$ cat config.mk
export PLATFORM = sky130hd
export DESIGN_NAME = gpr_file
export DESIGN_NICKNAME = d
export VERILOG_FILES = /design/src/rv_isa_pkg.sv /design/src/pipe_pkg.sv /design/src/gpr_file.sv
export SDC_FILE = /design/constraint.sdc
export NUM_CORES = 2
export LEC_CHECK = 0
export ABC_AREA = 1
export BUFFER_PORTS_ARGS = -buffer_cell sky130_fd_sc_hd__buf_2
export CAP_MARGIN = 20
export CORE_ASPECT_RATIO = 0.7
export CORE_MARGIN = 2
export CORE_UTILIZATION = 35
export DETAILED_ROUTE_END_ITERATION = 8
export PLACE_DENSITY_LB_ADDON = 0.08
export SYNTH_ARGS = -nofsm -noshare
export SYNTH_HDL_FRONTEND = slang
export SYNTH_SLANG_ARGS = --single-unit
export TNS_END_PERCENT = 30
$ cat constraint.sdc
create_clock -name clk -period 4.2 [get_ports clk]
set_input_delay 0.63 -clock clk [delete_from_list [all_inputs] [get_ports clk]]
set_output_delay 0.63 -clock clk [all_outputs]
set_load 0.05 [all_outputs]
$ cat src/rv_isa_pkg.sv
// RV64 integer constants and operation encodings, imported by the execute core and its testbench
`default_nettype none

package rv_isa_pkg;

  // register width and register index width
  localparam int xlen       = 64;
  localparam int reg_addr_w = 5;

  // fixed instruction size, used for the link value of jal/jalr
  localparam logic [xlen-1:0] inst_bytes = 64'd4;

  // ALU operations
  typedef enum logic [3:0] {
    alu_add,
    alu_sub,
    alu_sll,
    alu_slt,
    alu_sltu,
    alu_xor,
    alu_srl,
    alu_sra,
    alu_or,
    alu_and,
    alu_lui_pass
  } alu_op_e;

  // branch and jump kinds, bj_none for plain ALU work
  typedef enum logic [3:0] {
    bj_none,
    bj_beq,
    bj_bne,
    bj_blt,
    bj_bge,
    bj_bltu,
    bj_bgeu,
    bj_jal,
    bj_jalr
  } bj_op_e;

endpackage

`default_nettype wire
$ cat src/pipe_pkg.sv
// bus structs passed between decode, execute, memory and writeback stages
`default_nettype none

package pipe_pkg;

  import rv_isa_pkg::*;

  // decoded instruction from decode
  typedef struct packed {
    logic [xlen-1:0]       pc;
    logic [reg_addr_w-1:0] rs1_addr;
    logic [reg_addr_w-1:0] rs2_addr;
    logic                  use_rs1;
    logic                  use_rs2;
    logic [xlen-1:0]       op1;
    logic [xlen-1:0]       op2;
    logic                  is_word;
    alu_op_e               alu_op;
    bj_op_e                bj_op;
    logic [xlen-1:0]       jmp_imm;
    logic                  is_load;
    logic                  is_store;
    logic                  rd_wr_ena;
    logic [reg_addr_w-1:0] rd_addr;
  } id_to_ex_t;

  // execute result towards the memory stage
  typedef struct packed {
    logic [xlen-1:0]       pc;
    logic [xlen-1:0]       alu_result;
    logic [xlen-1:0]       store_data;
    logic                  is_load;
    logic                  is_store;
    logic                  rd_wr_ena;
    logic [reg_addr_w-1:0] rd_addr;
  } ex_to_mem_t;

  // forwarding source from a later stage
  typedef struct packed {
    logic                  valid;
    logic                  wr_ena;
    logic [reg_addr_w-1:0] rd_addr;
    logic [xlen-1:0]       data;
    logic                  is_load;
  } fwd_t;

  // redirect for fetch
  typedef struct packed {
    logic            redirect;
    logic [xlen-1:0] target;
  } bj_ctrl_t;

endpackage

`default_nettype wire

$ cat src/gpr_file.sv
// general register file with two combinational read ports, written from the writeback bus
`default_nettype none

module gpr_file import rv_isa_pkg::*, pipe_pkg::*; #(
  parameter int reg_count = 32
) (
  input  logic                  clk,
  input  logic                  rst,
  input  logic [reg_addr_w-1:0] rs1_addr,
  input  logic [reg_addr_w-1:0] rs2_addr,
  output logic [xlen-1:0]       rs1_data,
  output logic [xlen-1:0]       rs2_data,
  input  fwd_t                  wr
);

  localparam int idx_w = $clog2(reg_count);
  localparam logic [reg_addr_w:0] reg_limit = (reg_addr_w + 1)'(reg_count);

  logic [xlen-1:0] regs [reg_count];
  logic            wr_hit;

  // x0 and indices past the array are never written
  assign wr_hit = wr.valid && wr.wr_ena && (wr.rd_addr != '0) &&
                  ({1'b0, wr.rd_addr} < reg_limit);

  always_ff @(posedge clk) begin
    if (rst) begin
      for (int i = 0; i < reg_count; i++) begin
        regs[i] <= '0;
      end
    end else if (wr_hit) begin
      regs[wr.rd_addr[idx_w-1:0]] <= wr.data;
    end
  end

  // reads see the old value during a write, wb forwarding covers that
  always_comb begin
    rs1_data = '0;
    rs2_data = '0;
    if ((rs1_addr != '0) && ({1'b0, rs1_addr} < reg_limit)) begin
      rs1_data = regs[rs1_addr[idx_w-1:0]];
    end
    if ((rs2_addr != '0) && ({1'b0, rs2_addr} < reg_limit)) begin
      rs2_data = regs[rs2_addr[idx_w-1:0]];
    end
  end

endmodule

`default_nettype wire

==> summary.md <==
The flip-flop and latch count after synthesis was 2048. The share of the yosys chip area belonging to registers was 54.4%. In this run the most critical hold path is launched from wr[34].

The post-synthesis instance area came out at 113000 sq um. The transition time at the pin with the least slew margin came out at 1.11 ns. In the routed design, unresolved DRC markers number 0.

Setup repair after global routing left no endpoint under its margin. Power spread over the standard cell area amounts to 403 nW/um^2. The weighted congestion at the end of routability-driven global placement is 0.849, and the shortest period the worst path allows is 4.19 ns.

Global routing used 34.1% of the available tracks across all layers. Summing all multi-input logic gate instances after layout gives 45700 sq um. The critical path arrival is 3.56 ns, and the post-CTS clock slew at the launch and capture registers of the worst setup and hold paths is 0.06 ns. The register with the most flip-flops in the layout has 2048 of them. The tools report the count of warnings emitted by yosys as 0. Hold-critical path depth: 3. The clock passes through at most 4 buffers. The largest registers in the layout are regs: 2048 flops. The via-per-instance ratio was 5.79; the deepest level of the CTS H-tree was 4. The run gives 321000 sq um as the area of the placeable core. regs holds more flip-flops than any other register.

The signal on the critical path passes through buf_8, buf_12, buf_12, nor2_1, nor2_1, o21ai_0, nand3_1, nand3_1, nand2_1, nand2_1, nor2_1, buf_4, buf_2. The static leakage was 0.0540 uW. Number of nets in the layout: 14400. The die covers 328000 sq um. The run gives 0 as the leftover overflow at the end of global routing. The combined flip-flop and latch cell area came out at 61500 sq um. Sequential cells account for 46.2% of the total power. TritonCTS built the clock tree.

Compared with the post-synthesis result, the final layout area differs by 14.7%. In this run the power spent charging and discharging nets is 15900 uW. The horizontal die dimension was 683 um. The logs give 2048 for the number of sinks driven by the clock tree and 3.57 ns for the data required time at the worst endpoint.

Together, buffers and inverters on the worst path number 5. The floorplan has 174 rows. A synthesized cell averages 7.77 sq um. For the post-CTS setup repair buffer count, the log shows 0. Entering global routing, the biggest net connects 160 pins. The run gives 0 as the number of failing hold endpoints at the final stage. The top cell types in the final layout, fill and taps aside, are nand2_1 (4326), nor2_1 (3535), nand3_1 (2073), edfxtp_1 (2048), o21ai_0 (655). The total negative slack came out at 0 ns. The first global-routing pass estimated 797000 um of wire. In this design, the critical path's most frequently occurring cell is nor2_1.

Of the cells placed in the final design, the portion with a size suffix greater than 1 is 7.53%. The distinct cell type count after synthesis was 23; the layout filler cell count was 31800. Maximum single-stage delay on the critical path: 0.51 ns. The slowest stage cell on the critical path is buf_8. Worst vdd rail ir drop: 0.379 mV. The worst hold path belongs to the class primary input to register.

The most common cell after layout, fill and taps aside was nand2_1. The worst setup path is captured at an output pin. In this run the count of I/O pins placed on the die edge is 212. Measured along the y axis, the die boundary spans 480 um. The flow ran to the end, and the final reports show no timing, DRC or antenna violations. Startpoint-to-endpoint class of the critical path: primary input to output pin.

Buffers inserted to repair hold after CTS numbered 0. The number of global-route vias before repair was 102000; the final core utilization was 40.4%. The final critical path takes up 99.7% of the cycle. The share of total power in combinational logic is 16.7%, and the achievable frequency is 239 MHz. The run gives 231 as the number of clock buffers inserted by TritonCTS. Setup violations remaining at the end of the flow were counted as 0. The fraction of power consumed by the clock network is 37.1%, and the max-capacitance violation count is 0.

The routed layout has 109000 vias. The run gives 577000 um as the aggregate routed wire length. The cell family contributing the most delay on the critical path is buffers and inverters. The net switching share of the total power is 30.4%, and the initial cell density of the core is 35.2%. STA classifies the critical path startpoint as a primary input. The first detailed-routing pass took 8 iterations.

The residual antenna-violating net count after detailed routing was 0. Along the worst path, the maximum fanout reaches 43. After the first detailed-routing iteration, the DRC count stood at 17300. After clock tree synthesis, the repair step resized 0 gates. The initial antenna violation count is 32, and the relative max-transition margin is 25.7%.

Synthesis produced 14500 cells. The average detailed-routed wire length per instance was 30.7 um. The tools report the cell at the root of the clock tree as clkbuf_16. The internal portion of the total power is 36300 uW. For the sum of internal, switching and leakage power, the log shows 52200 uW. Max-slew violation count: 0.

For hold timing, the worst endpoint is regs[9][33]. The port buffer count is 210, and the half-perimeter wire length of the detailed placement result is 299000 um.
-- cell type report --
cell class | instances | area share [%]
Sequential cell | 2048 | 47.4
Multi-Input combinational cell | 11000 | 35.3
Timing Repair Buffer | 726 | 7.03
Clock buffer | 295 | 4.69
Tap cell | 4312 | 4.16
Inverter | 290 | 0.891
Clock inverter | 112 | 0.525
Antenna cell | 12 | 0.0232
-- routing by layer --
| metal | track usage [%] | wire length [um] | vias to the layer above |
|---|---|---|---|
| met5 | 0 | 78 | - |
| met4 | 16.1 | 30200 | 14 |
| met3 | 7.49 | 67200 | 1426 |
| met2 | 51.1 | 245000 | 7516 |
| met1 | 47.0 | 234000 | 52700 |
| li1 | - | - | 47000 |
-- cell families (layout without fill, tap and decap cells) --
| logic type | Yosys count | in the layout | synth area share (%) |
|---|---|---|---|
| AOI/OAI and AO/OA | 895 | 895 | 4.14 |
| buffers and inverters | 1577 | 1423 | 5.81 |
| DFF | 2048 | 2048 | 54.4 |
| other | 1 | 76 | 0.00332 |
| and+or+nand+nor | 10000 | 10000 | 35.7 |
-- stage by stage --
step           setup WS (ns)  instances  hold WS, ns  cell area [sq um]
4_1_cts               0.0960      18700       0.0342             128000
6_report              0.0126      18800       0.0950             130000
2_1_floorplan          0.708      14600        0.869             113000
3_3_place_gp           0.132      18300         1.03             122000
3_5_place_dp           0.101      18300         1.03             122000
5_1_grt               0.0604      18800       0.0594             130000
-- power by group through the flow --
stage / Combinational, uW / Clock, uW / Sequential, uW
after floorplan: 4600 / 0 / 24400
after global placement: 8300 / 0 / 24500
after detailed placement: 8350 / 0 / 24500
after CTS: 8370 / 19600 / 24100
after global routing: 9160 / 20300 / 24200
final: 8700 / 19400 / 24100
-- cell usage after synthesis (all sizes together) --
cell type  count  area share (%)
o211ai        80            0.53
o21ai        685             3.0
nand4          2           0.024
buf          588             2.5
clkbuf       699             2.3
edfxtp      2048              54
and3           6           0.033
nand3       2074             9.2
inv          289            0.96
nor3          13           0.097
conb           1          0.0033
nand2       4388              15
clkinv         1          0.0033
nor2        3537              12
a21oi        130            0.58
or2            1          0.0055
-- worst max path at each step --
stage,from,endpoint,slack [ns],cells past startpoint
floorplan,wr[69],regs[31][0],0.71,8
global placement,rs1_addr[0],rs1_data[32],0.13,13
detailed placement,rs1_addr[0],rs1_data[32],0.10,13
CTS,rs1_addr[0],rs1_data[32],0.1,13
global route,rs1_addr[0],rs1_data[32],0.06,13
finish,rs1_addr[0],rs1_data[32],0.01,13
No activity file was read; power rests on OpenSTA's default activity.
